**config.mk**
```make
export PLATFORM = sky130hd
export DESIGN_NAME = amo_resolver_top
export DESIGN_NICKNAME = d
export VERILOG_FILES = /design/src/verilog/amo_pkg.sv /design/src/verilog/obi_bus_pkg.sv /design/src/verilog/amo_alu.sv /design/src/verilog/amo_resolver_top.sv /design/src/verilog/amo_sequencer.sv /design/src/verilog/lrsc_reservation.sv /design/src/verilog/resp_path.sv
export SDC_FILE = /design/constraint.sdc
export NUM_CORES = 1
export LEC_CHECK = 0
export ABC_AREA = 0
export BUFFER_PORTS_ARGS = -buffer_cell sky130_fd_sc_hd__buf_2
export CAP_MARGIN = 40
export CORE_ASPECT_RATIO = 1.4
export CORE_MARGIN = 2
export CORE_UTILIZATION = 45
export DETAILED_ROUTE_END_ITERATION = 16
export MAX_ROUTING_LAYER = met4
export PLACE_DENSITY = 0.78
export SYNTH_ARGS = -nofsm -noshare
export SYNTH_HDL_FRONTEND = slang
export SYNTH_SLANG_ARGS = --single-unit
```
**constraint.sdc**
```tcl
create_clock -name clk_i -period 7.38 [get_ports clk_i]
set_input_delay 0.738 -clock clk_i [delete_from_list [all_inputs] [get_ports clk_i]]
set_output_delay 0.738 -clock clk_i [all_outputs]
set_load 0.005 [all_outputs]
```
**src/verilog/amo_pkg.sv**
```systemverilog
// Atomic operation definitions
// Opcode encoding, sequencer states and opcode classes
package amo_pkg;

  // Bus atop encoding, top bit set for every atomic
  typedef enum logic [5:0] {
    AmoNone = 6'h00,
    AmoAdd  = 6'h20,
    AmoSwap = 6'h21,
    AmoLr   = 6'h22,
    AmoSc   = 6'h23,
    AmoXor  = 6'h24,
    AmoOr   = 6'h28,
    AmoAnd  = 6'h2C,
    AmoMin  = 6'h30,
    AmoMax  = 6'h34,
    AmoMinu = 6'h38,
    AmoMaxu = 6'h3C
  } amo_op_e;

  typedef enum logic {
    SeqIdle,
    SeqDoAmo
  } seq_state_e;

  // Response word of a failed SC, success returns zero
  localparam int unsigned ScFailValue = 1;

  // Read-modify-write class, resolved into a read and a write-back
  function automatic logic is_rmw(amo_op_e op);
    return op inside {AmoSwap, AmoAdd, AmoXor, AmoAnd, AmoOr,
                      AmoMin, AmoMax, AmoMinu, AmoMaxu};
  endfunction

endpackage

```
**src/verilog/obi_bus_pkg.sv**
```systemverilog
// Bus definitions
// Widths, word types and the two views of the atop field
package obi_bus_pkg;

  localparam int unsigned AddrWidth = 32;
  localparam int unsigned DataWidth = 32;
  localparam int unsigned IdWidth   = 4;

  typedef logic [AddrWidth-1:0] addr_t;
  typedef logic [DataWidth-1:0] data_t;
  typedef logic [IdWidth-1:0]   id_t;

  // Raw split of the atop field
  typedef struct packed {
    logic       is_atomic;
    logic [4:0] code;
  } atop_fields_t;

  // Same six bits seen as the full opcode or as flag plus code
  typedef union packed {
    amo_pkg::amo_op_e op;
    atop_fields_t     fields;
  } atop_u;

endpackage

```
**src/verilog/amo_alu.sv**
```systemverilog
// Atomic ALU
// Combines the old memory word with the request operand, one shared
// 33-bit adder serves add and all min/max compares
`timescale 1ns/1ps

module amo_alu import obi_bus_pkg::*, amo_pkg::*; (
  input  logic    clk_i,
  input  logic    rst_ni,
  input  logic    mem_rvalid_i,
  input  data_t   mem_rdata_i,
  input  amo_op_e amo_op_i,
  input  data_t   amo_operand_i,
  output data_t   amo_result_o
);

  data_t       old_q;
  data_t       old_word;
  logic [32:0] adder_a, adder_b, adder_sum;
  logic        adder_sub;
  logic        less;

  // Old word, live in the response cycle and held afterwards
  always_ff @(posedge clk_i or negedge rst_ni) begin
    if (!rst_ni) begin
      old_q <= '0;
    end else if (mem_rvalid_i) begin
      old_q <= mem_rdata_i;
    end
  end

  assign old_word = mem_rvalid_i ? mem_rdata_i : old_q;

  // ------------------------------
  // Shared adder
  // ------------------------------
  always_comb begin
    adder_sub = amo_op_i inside {AmoMin, AmoMax, AmoMinu, AmoMaxu};
    // Sign extend for signed compares, zero extend otherwise
    if (amo_op_i inside {AmoMin, AmoMax}) begin
      adder_a = {old_word[31], old_word};
      adder_b = {amo_operand_i[31], amo_operand_i};
    end else begin
      adder_a = {1'b0, old_word};
      adder_b = {1'b0, amo_operand_i};
    end
    if (adder_sub) begin
      adder_b = ~adder_b;
    end
  end

  assign adder_sum = adder_a + adder_b + {32'b0, adder_sub};
  // Sign of old minus operand
  assign less      = adder_sum[32];

  always_comb begin
    unique case (amo_op_i)
      AmoAdd:          amo_result_o = adder_sum[31:0];
      AmoAnd:          amo_result_o = old_word & amo_operand_i;
      AmoOr:           amo_result_o = old_word | amo_operand_i;
      AmoXor:          amo_result_o = old_word ^ amo_operand_i;
      AmoMin, AmoMinu: amo_result_o = less ? old_word : amo_operand_i;
      AmoMax, AmoMaxu: amo_result_o = less ? amo_operand_i : old_word;
      // Swap and anything else stores the operand
      default:         amo_result_o = amo_operand_i;
    endcase
  end

endmodule

```
**src/verilog/amo_resolver_top.sv**
```systemverilog
// Atomic operation resolver
// Sits in front of a single-ported memory and turns atomics into
// read plus write-back sequences, with one LR/SC reservation
`timescale 1ns/1ps

module amo_resolver_top import obi_bus_pkg::*; (
  input  logic  clk_i,
  input  logic  rst_ni,
  // Subordinate request
  input  logic  req_i,
  input  addr_t addr_i,
  input  logic  we_i,
  input  data_t wdata_i,
  input  id_t   aid_i,
  input  atop_u atop_i,
  output logic  gnt_o,
  // Subordinate response
  output logic  rvalid_o,
  output data_t rdata_o,
  output id_t   rid_o,
  output logic  exokay_o,
  // Manager port
  output logic  mem_req_o,
  output addr_t mem_addr_o,
  output logic  mem_we_o,
  output data_t mem_wdata_o,
  output id_t   mem_aid_o,
  input  logic  mem_gnt_i,
  input  logic  mem_rvalid_i,
  input  data_t mem_rdata_i
);

  logic             accept;
  logic             sc_success;
  data_t            amo_result;
  amo_pkg::amo_op_e amo_op;
  data_t            amo_operand;

  amo_sequencer i_sequencer (
    .clk_i,
    .rst_ni,
    .req_i,
    .addr_i,
    .we_i,
    .wdata_i,
    .aid_i,
    .atop_i,
    .mem_gnt_i,
    .sc_success_i  (sc_success),
    .amo_result_i  (amo_result),
    .gnt_o,
    .accept_o      (accept),
    .wb_active_o   (),
    .amo_op_o      (amo_op),
    .amo_operand_o (amo_operand),
    .mem_req_o,
    .mem_addr_o,
    .mem_we_o,
    .mem_wdata_o,
    .mem_aid_o
  );

  amo_alu i_alu (
    .clk_i,
    .rst_ni,
    .mem_rvalid_i,
    .mem_rdata_i,
    .amo_op_i      (amo_op),
    .amo_operand_i (amo_operand),
    .amo_result_o  (amo_result)
  );

  lrsc_reservation i_reservation (
    .clk_i,
    .rst_ni,
    .accept_i     (accept),
    .addr_i,
    .we_i,
    .aid_i,
    .atop_i,
    .sc_success_o (sc_success)
  );

  resp_path i_resp (
    .clk_i,
    .rst_ni,
    .accept_i     (accept),
    .aid_i,
    .atop_i,
    .sc_success_i (sc_success),
    .mem_rvalid_i,
    .mem_rdata_i,
    .rvalid_o,
    .rdata_o,
    .rid_o,
    .exokay_o
  );

endmodule

```
**src/verilog/amo_sequencer.sv**
```systemverilog
// Request sequencer
// Passes plain traffic through and claims the memory port for the
// write-back half of every read-modify-write atomic
`timescale 1ns/1ps

module amo_sequencer import obi_bus_pkg::*, amo_pkg::*; (
  input  logic    clk_i,
  input  logic    rst_ni,
  input  logic    req_i,
  input  addr_t   addr_i,
  input  logic    we_i,
  input  data_t   wdata_i,
  input  id_t     aid_i,
  input  atop_u   atop_i,
  input  logic    mem_gnt_i,
  input  logic    sc_success_i,
  input  data_t   amo_result_i,
  output logic    gnt_o,
  output logic    accept_o,
  output logic    wb_active_o,
  output amo_op_e amo_op_o,
  output data_t   amo_operand_o,
  output logic    mem_req_o,
  output addr_t   mem_addr_o,
  output logic    mem_we_o,
  output data_t   mem_wdata_o,
  output id_t     mem_aid_o
);

  seq_state_e state_q, state_d;
  logic       load_amo;
  amo_op_e    op_q;
  addr_t      addr_q;
  id_t        aid_q;
  data_t      operand_q;

  assign wb_active_o   = (state_q == SeqDoAmo);
  assign accept_o      = req_i & gnt_o;
  assign amo_op_o      = op_q;
  assign amo_operand_o = operand_q;

  always_comb begin
    // Default is a straight pass-through
    gnt_o       = mem_gnt_i;
    mem_req_o   = req_i;
    mem_addr_o  = addr_i;
    mem_wdata_o = wdata_i;
    mem_aid_o   = aid_i;
    mem_we_o    = we_i;
    state_d     = state_q;
    load_amo    = 1'b0;

    // LR and atomics read, SC writes only when it holds the reservation
    if (atop_i.fields.is_atomic) begin
      mem_we_o = (atop_i.op == AmoSc) && sc_success_i;
    end

    unique case (state_q)
      SeqIdle: begin
        if (req_i && mem_gnt_i && is_rmw(atop_i.op)) begin
          load_amo = 1'b1;
          state_d  = SeqDoAmo;
        end
      end
      SeqDoAmo: begin
        // Subordinate is blocked until the write-back is granted
        gnt_o       = 1'b0;
        mem_req_o   = 1'b1;
        mem_we_o    = 1'b1;
        mem_addr_o  = addr_q;
        mem_aid_o   = aid_q;
        mem_wdata_o = amo_result_i;
        if (mem_gnt_i) begin
          state_d = SeqIdle;
        end
      end
      default: state_d = SeqIdle;
    endcase
  end

  always_ff @(posedge clk_i or negedge rst_ni) begin
    if (!rst_ni) begin
      state_q <= SeqIdle;
      op_q    <= AmoNone;
    end else begin
      state_q <= state_d;
      if (load_amo) begin
        op_q <= atop_i.op;
      end
    end
  end

  // Write-back target and operand
  always_ff @(posedge clk_i) begin
    if (load_amo) begin
      addr_q    <= addr_i;
      aid_q     <= aid_i;
      operand_q <= wdata_i;
    end
  end

endmodule

```
**src/verilog/lrsc_reservation.sv**
```systemverilog
// LR/SC reservation
// Single reservation with owner id, decides whether an SC may store
`timescale 1ns/1ps

module lrsc_reservation import obi_bus_pkg::*, amo_pkg::*; (
  input  logic  clk_i,
  input  logic  rst_ni,
  input  logic  accept_i,
  input  addr_t addr_i,
  input  logic  we_i,
  input  id_t   aid_i,
  input  atop_u atop_i,
  output logic  sc_success_o
);

  logic  res_valid_q, res_valid_d;
  addr_t res_addr_q;
  id_t   res_id_q;
  logic  is_owner;
  logic  is_lr, is_sc;
  logic  place;
  logic  foreign_store;

  assign is_owner = (aid_i == res_id_q);
  assign is_lr    = (atop_i.op == AmoLr);
  assign is_sc    = (atop_i.op == AmoSc);

  // New LR may replace only its own reservation
  assign place = accept_i && is_lr && (!res_valid_q || is_owner);

  // Plain write or read-modify-write from anyone else to the reserved word
  assign foreign_store = !is_owner && (addr_i == res_addr_q) &&
                         ((we_i && !atop_i.fields.is_atomic) || is_rmw(atop_i.op));

  // SC of the presented request, used by the sequencer and response path
  assign sc_success_o = is_sc && res_valid_q && is_owner && (addr_i == res_addr_q);

  always_comb begin
    res_valid_d = res_valid_q;
    if (accept_i) begin
      if (place) begin
        res_valid_d = 1'b1;
      end
      if (foreign_store) begin
        res_valid_d = 1'b0;
      end
      // Any SC from the owner consumes the reservation
      if (is_sc && res_valid_q && is_owner) begin
        res_valid_d = 1'b0;
      end
    end
  end

  always_ff @(posedge clk_i or negedge rst_ni) begin
    if (!rst_ni) begin
      res_valid_q <= 1'b0;
    end else begin
      res_valid_q <= res_valid_d;
    end
  end

  always_ff @(posedge clk_i) begin
    if (place) begin
      res_addr_q <= addr_i;
      res_id_q   <= aid_i;
    end
  end

endmodule

```
**src/verilog/resp_path.sv**
```systemverilog
// Response path
// Pairs each memory response with its accepted request and patches
// in the SC result, write-back responses are dropped
`timescale 1ns/1ps

module resp_path import obi_bus_pkg::*, amo_pkg::*; (
  input  logic  clk_i,
  input  logic  rst_ni,
  input  logic  accept_i,
  input  id_t   aid_i,
  input  atop_u atop_i,
  input  logic  sc_success_i,
  input  logic  mem_rvalid_i,
  input  data_t mem_rdata_i,
  output logic  rvalid_o,
  output data_t rdata_o,
  output id_t   rid_o,
  output logic  exokay_o
);

  logic pending_q;
  logic sc_q;
  logic sc_ok_q;

  always_ff @(posedge clk_i or negedge rst_ni) begin
    if (!rst_ni) begin
      pending_q <= 1'b0;
      sc_q      <= 1'b0;
      sc_ok_q   <= 1'b0;
    end else begin
      // Memory answers one cycle after the grant
      pending_q <= accept_i;
      if (accept_i) begin
        sc_q    <= (atop_i.op == AmoSc);
        sc_ok_q <= sc_success_i;
      end
    end
  end

  always_ff @(posedge clk_i) begin
    if (accept_i) begin
      rid_o <= aid_i;
    end
  end

  assign rvalid_o = pending_q & mem_rvalid_i;
  assign exokay_o = sc_q & sc_ok_q;
  assign rdata_o  = !sc_q   ? mem_rdata_i :
                    sc_ok_q ? '0          : data_t'(ScFailValue);

endmodule
```
# After elaboration in Yosys (flattened, before gate mapping)
# Index checks and enable logic that the tools add are counted.
op_classes:
  n_eq_ne: 21
  bitwise: 8
  n_mux: 23
  reduce_logical: 23
  add_sub_neg: 2
ops:
  columns: ["cell", "n"]
  rows:
  - ["$mux W32", 6]
  - ["$pmux W32 S6", 1]
  - ["$eq A6 B6 Y1 const B", 19]
  - ["$mux W33", 3]
  - ["$add A33 B1 Y33", 1]
  - ["$add A33 B33 Y33", 1]
  - ["$not A33 Y33", 1]
  - ["$and A32 B32 Y32", 1]
  - ["$eq A32 B32 Y1", 1]
  - ["$or A32 B32 Y32", 1]
  - ["$xor A32 B32 Y32", 1]
  - ["$logic_and A1 B1 Y1", 11]
  - ["$mux W1", 11]
  - ["$reduce_bool A9 Y1", 1]
  - ["$eq A4 B4 Y1", 1]
  - ["$mux W4", 1]
  - ["$reduce_bool A4 Y1", 1]
  - ["$reduce_or A2 Y1", 2]
  - ["$and A1 B1 Y1", 3]
  - ["$logic_not A1 Y1", 3]
  - ["$reduce_bool A3 Y1", 1]
  - ["$logic_or A1 B1 Y1", 2]
  - ["$pmux W1 S2", 1]
  - ["$reduce_and A2 Y1", 1]
  - ["other kinds (2)", 2]
word_totals:
  word_cells: 90
  regBits: 151
  in_bits: 112
  output_inout_bits: 109

# Logic depth before layout (Yosys ltp)
logic_depth:
  ltp_word: 10
  mapped_depth: 17

# Modules after synthesis
# From an unflattened synthesis, not the netlist that was laid out.
unflattened:
  cells_unflattened: 1087
  area_unflattened_um2: 11252.0
by_module_without_submodules:
  columns: ["mod", "seq_area_each_um2", "cells_per_inst", "n_inst", "area_per_inst_um2"]
  rows:
  - ["amo_alu", 800.8, 767, 1, 5974.5]
  - ["amo_sequencer", 2217.1, 171, 1, 3201.8]
  - ["lrsc_reservation", 1106.1, 99, 1, 1605.3]
  - ["resp_path", 195.2, 50, 1, 470.5]

# Worst setup path after synthesis
# Ideal clock, no wire load.
synth_timing:
  path_type: "input to output"
  from: "input mem_rvalid_i"
  to: "output mem_wdata_o[15]"
  required_ns: 6.642
  t_arrival_ns: 4.460
  slack_ns: 2.182
  path_buffers: 4
  path_stages: 16
  path_cell_list: "buf_2 -> buf_1 -> buf_1 -> mux2i_1 -> fa_1 -> nand2b_1 -> a21oi_1 -> o31ai_4 -> a211oi_4 -> a31oi_4 -> xnor2_2 -> and2_4 -> buf_6 -> a221o_1 -> a21oi_1 -> nor2_1"
synth_via:
  elab_chain_len: 7
synth_lines:
  columns: ["item", "line", "source"]
  rows:
  - ["start: declaration", "amo_resolver_top.sv:29", "input logic mem_rvalid_i,"]
  - ["$mux W32 (*)", null, null]
  - ["$mux W33", "amo_alu.sv:39", "if (amo_op_i inside {AmoMin, AmoMax}) begin"]
  - ["$add A33 B33 Y33", "amo_alu.sv:51", "assign adder_sum = adder_a + adder_b + {32'b0, adder_sub};"]
  - ["$add A33 B1 Y33", "amo_alu.sv:51", null]
  - ["$mux W32, on equally long branches", "amo_alu.sv:62, amo_alu.sv:61", null]
  - ["$pmux W32 S6 (*)", "amo_alu.sv:56", "unique case (amo_op_i)"]
  - ["$mux W32 (*)", "amo_sequencer.sv:58", "unique case (state_q)"]
  - ["end: declaration", "amo_resolver_top.sv:26", "output data_t mem_wdata_o,"]
# Mark *: on every way between the ends. The rest lies on a longest branch, timed or not.

# Worst setup path in the final report
layout_timing:
  from: "input mem_rvalid_i"
  to: "output mem_wdata_o[18]"
layout_via:
  elab_chain_len: 7
layout_lines:
  columns: ["item", "line", "source"]
  rows:
  - ["$mux W32 (*)", null, null]
  - ["$mux W33 (*)", "amo_alu.sv:39", null]
  - ["net i_alu.adder_a[13]", "amo_alu.sv:18", "logic [32:0] adder_a, adder_b, adder_sum;"]
  - ["$add A33 B33 Y33 (*)", "amo_alu.sv:51", null]
  - ["$add A33 B1 Y33 (*)", "amo_alu.sv:51", null]
  - ["$mux W32, on equally long branches", "amo_alu.sv:62, amo_alu.sv:61", null]
  - ["$pmux W32 S6 (*)", "amo_alu.sv:56", null]
  - ["$mux W32 (*)", "amo_sequencer.sv:58", null]
# Mark *: on every way through the listed nets, which the timed path passes. The rest lies on a longest branch.

==> impl_results.md <==
- Hold Path Class: input port to async pin
- Peak VDD IR: 0.183 mV
- Share of cells above drive strength 1: 26.4%
- CP arrival: 5.44 ns
- Cells after synthesis: 1,121
- Routability cong.: 0.961
- Number of synthesized register bits: 151
- Crit-path slowest cell: xor2_2
- Clk_skew: 0.00775 ns
- Die extent in x: 136 um
- Period utilisation layout: 83.7%
- I/O pin count: 221
- Critical path data required time: 6.64 ns
- Skew-Pair Late Insertion Delay: 0.43 ns
- Routed vias/inst: 5.68
- Die Area: 0.0257 mm2
- Hold buffers post-CTS: 0
- Critical path endpoint category: primary output
- Pwr Total: 3.07 mW
- Via Count: 9,360
- Post-synthesis async set-or-reset flop share: 28.5%
- Final hold vios: 0
- Overall Global Routing Usage: 25.7%
- Max cap viols: 0
- Worst slew pin tran: 0.871 ns
- Final WL: 31.9 mm
- Worst path max stage delay: 0.67 ns
- Register Area: 0.00432 mm2
- Net Switching: 1.21 mW
- PwrDens: 234 mW/mm2
- Clock root cell: clkbuf_16
- Ys flop type: edfxtp_1
- Status: completed
- Post-CTS setup buffer count: 0
- Global-route met1 utilization: 29.2%
- Clk pin slew, worst setup/hold paths: 0.07 ns
- Most frequent CP cell: buf_2
- Syn_nets: 1,329
- Crit path launch type: input port
- Remaining global-route overflow: 0
- Sequential power share: 31.8%
- Worst slew margin: 41.8%
- Commonest non-fill, non-tap cells in the layout: buf_2, edfxtp_1, nand2_1, ha_1, o21ai_0
- Final hold slack: 0.272 ns
- Multi-input logic area: 0.00620 mm2
- Met3 Resource Use GR: 5.11%
- Clock Power Share: 28.8%
- H-tree depth: 4
- CTS Buffer Depth: 2
- Library cells used by synthesis: 82
- Most common cell after layout, fill and taps aside: buf_2
- Fillcell total: 2,153
- YS warnings: 0
- Fin. max-slew vios: 0
- CTS tree: yes
- Num rows: 67
- Setup ws final: 1.20 ns
- Critical path cell sequence: buf_2, buf_4, mux2i_1, inv_1, ha_1, and2_1, o2111ai_1, and3_1, a211oi_4, a31oi_4, xor2_2, or2_0, nand4_1, o221a_2, buf_2
- Fmax: 162 MHz
- Gr busiest metal: met2
- Min cycle time layout: 6.18 ns
- Nets: 1,530
- CTS resizes: 0
- First-pass GRT wire length: 49.6 mm
- Sequential area share after synthesis: 39.2%
- Port bufs: 220
- Area Overhead vs Synth: 19.3%
- Placed Instances: 1,613
- Non-filler cells, final: 1,648
- Die span in y: 189 um
- Placed cell areas: 0.0125 mm2
- Syn Std Cell Area: 0.0110 mm2
- GR Util met2: 43.7%
- Routed Antenna Nets: 0
- Design area: 0.0131 mm2
- Int Pwr: 1.86 mW
- Sw Share: 39.4%
- Final setup violating endpoints: 0
- Starting Density: 45.9%
- Pin count of the biggest net entering global routing: 54
- Critical Setup Path Class: input port to primary output
- EDFF count, synth: 108
- Core box area: 0.0240 mm2
- Setup TNS: 0 ns
- Leak: 5.59 nW
- DR WL/cell: 19.4 um
- Initial antenna violation count: 3
- Vias in the first global route: 9,352
- Gate power share: 39.3%
- RSZ-0062 raised after global routing: false
- CTS Buf Count: 17
- Clock Sinks: 151
- DRT iter0 DRCs: 678
- Worst slack, placed: 1.25 ns
- Max Fanout on Critical Path: 22
- DR pass1 iterations: 5
- Syn Area/Cell: 9.82 um2
- Post-DP HPWL: 23.2 mm
- Drt drc: 0
- Finished Core Util: 54.8%
-- layer usage --
| layer | part of all wire, % | up-vias |
|---|---|---|
| met1 | 39 | 4426 |
| met2 | 51 | 383 |
| met3 | 6.6 | 78 |
| met5 | 0 | - |
| li1 | - | 4473 |
| met4 | 3.6 | 0 |
-- synthesized netlist by cell type, types with 22 or more instances --
cell,number,share of area [%]
mux2_2,44,4.5
a21oi_1,78,3.5
nor2_1,66,2.3
mux2i_1,27,2.5
o21ai_0,79,3.6
dfrtp_1,43,9.8
inv_1,78,2.7
nor2b_1,35,2.0
xnor2_1,77,6.1
edfxtp_1,108,29
clkbuf_1,41,1.4
ha_1,95,11
nand2_1,98,3.3
a221oi_1,22,1.8
-- cell families after synthesis --
| group | share of synthesized area, % |
|---|---|
| multiplexers | 7.08 |
| flip-flops | 39.2 |
| XOR/XNOR | 8.02 |
| adder cells (fa/ha/maj) | 11.0 |
| AO/OA/AOI/OAI | 17.6 |
| buffers and inverters | 4.81 |
| AND/OR/NAND/NOR | 12.2 |
-- state kept, by name (all words and copies together), names as in the netlist --
| signal | flops |
|---|---|
| i_alu.old_q | 32 |
| i_reservation.res_addr_q | 32 |
| i_reservation.res_id_q | 4 |
| i_reservation.res_valid_q | 1 |
| i_resp.pending_q | 1 |
| i_resp.rid_o | 4 |
| i_resp.sc_ok_q | 1 |
| i_resp.sc_q | 1 |
| i_sequencer.addr_q | 32 |
| i_sequencer.aid_q | 4 |
| i_sequencer.amo_op_o | 6 |
| i_sequencer.amo_operand_o | 32 |
| i_sequencer.wb_active_o | 1 |
-- worst max-delay path, delay by kind of cell --
family,cells,cell delay (ns)
mux,1,0.31
fa+ha+maj,1,0.37
compound gates,4,0.87
buf+inv,4,1.20
simple gates,4,1.25
xor+xnor,1,0.67
-- final cells by class --
type	count	area share, %
antenna	3	0.0572
clock buffer	17	3.24
clock inverter	15	1.35
inverter	78	2.23
multi-input combinational	836	47.2
sequential	151	32.9
tap	310	2.95
timing repair buffer	238	10.0
-- final timing paths --
kind	to	cells past startpoint	slack [ns]	start
min in group clk_i	i_sequencer.amo_operand_o[2]	1	0.49	wdata_i[2]
max reg2reg	i_sequencer.amo_operand_o[19]	8	4.68	i_sequencer.wb_active_o
max	mem_wdata_o[18]	15	1.20	mem_rvalid_i
min	i_alu.old_q[6]	1	0.27	rst_ni
max in group asynchronous	i_sequencer.amo_op_o[2]	2	6.55	rst_ni
min reg2reg	i_sequencer.amo_op_o[0]	2	0.52	i_sequencer.amo_op_o[0]
-- power groups by stage --
stage,clock [mW],combinational [mW],sequential [mW]
after floorplan,0,0.851,0.973
after global placement,0,1.17,0.994
after detailed placement,0,1.19,0.996
after CTS,0.898,1.20,0.978
after global routing,0.930,1.33,0.983
final,0.885,1.21,0.977
Power figures use the tool's default switching activity.
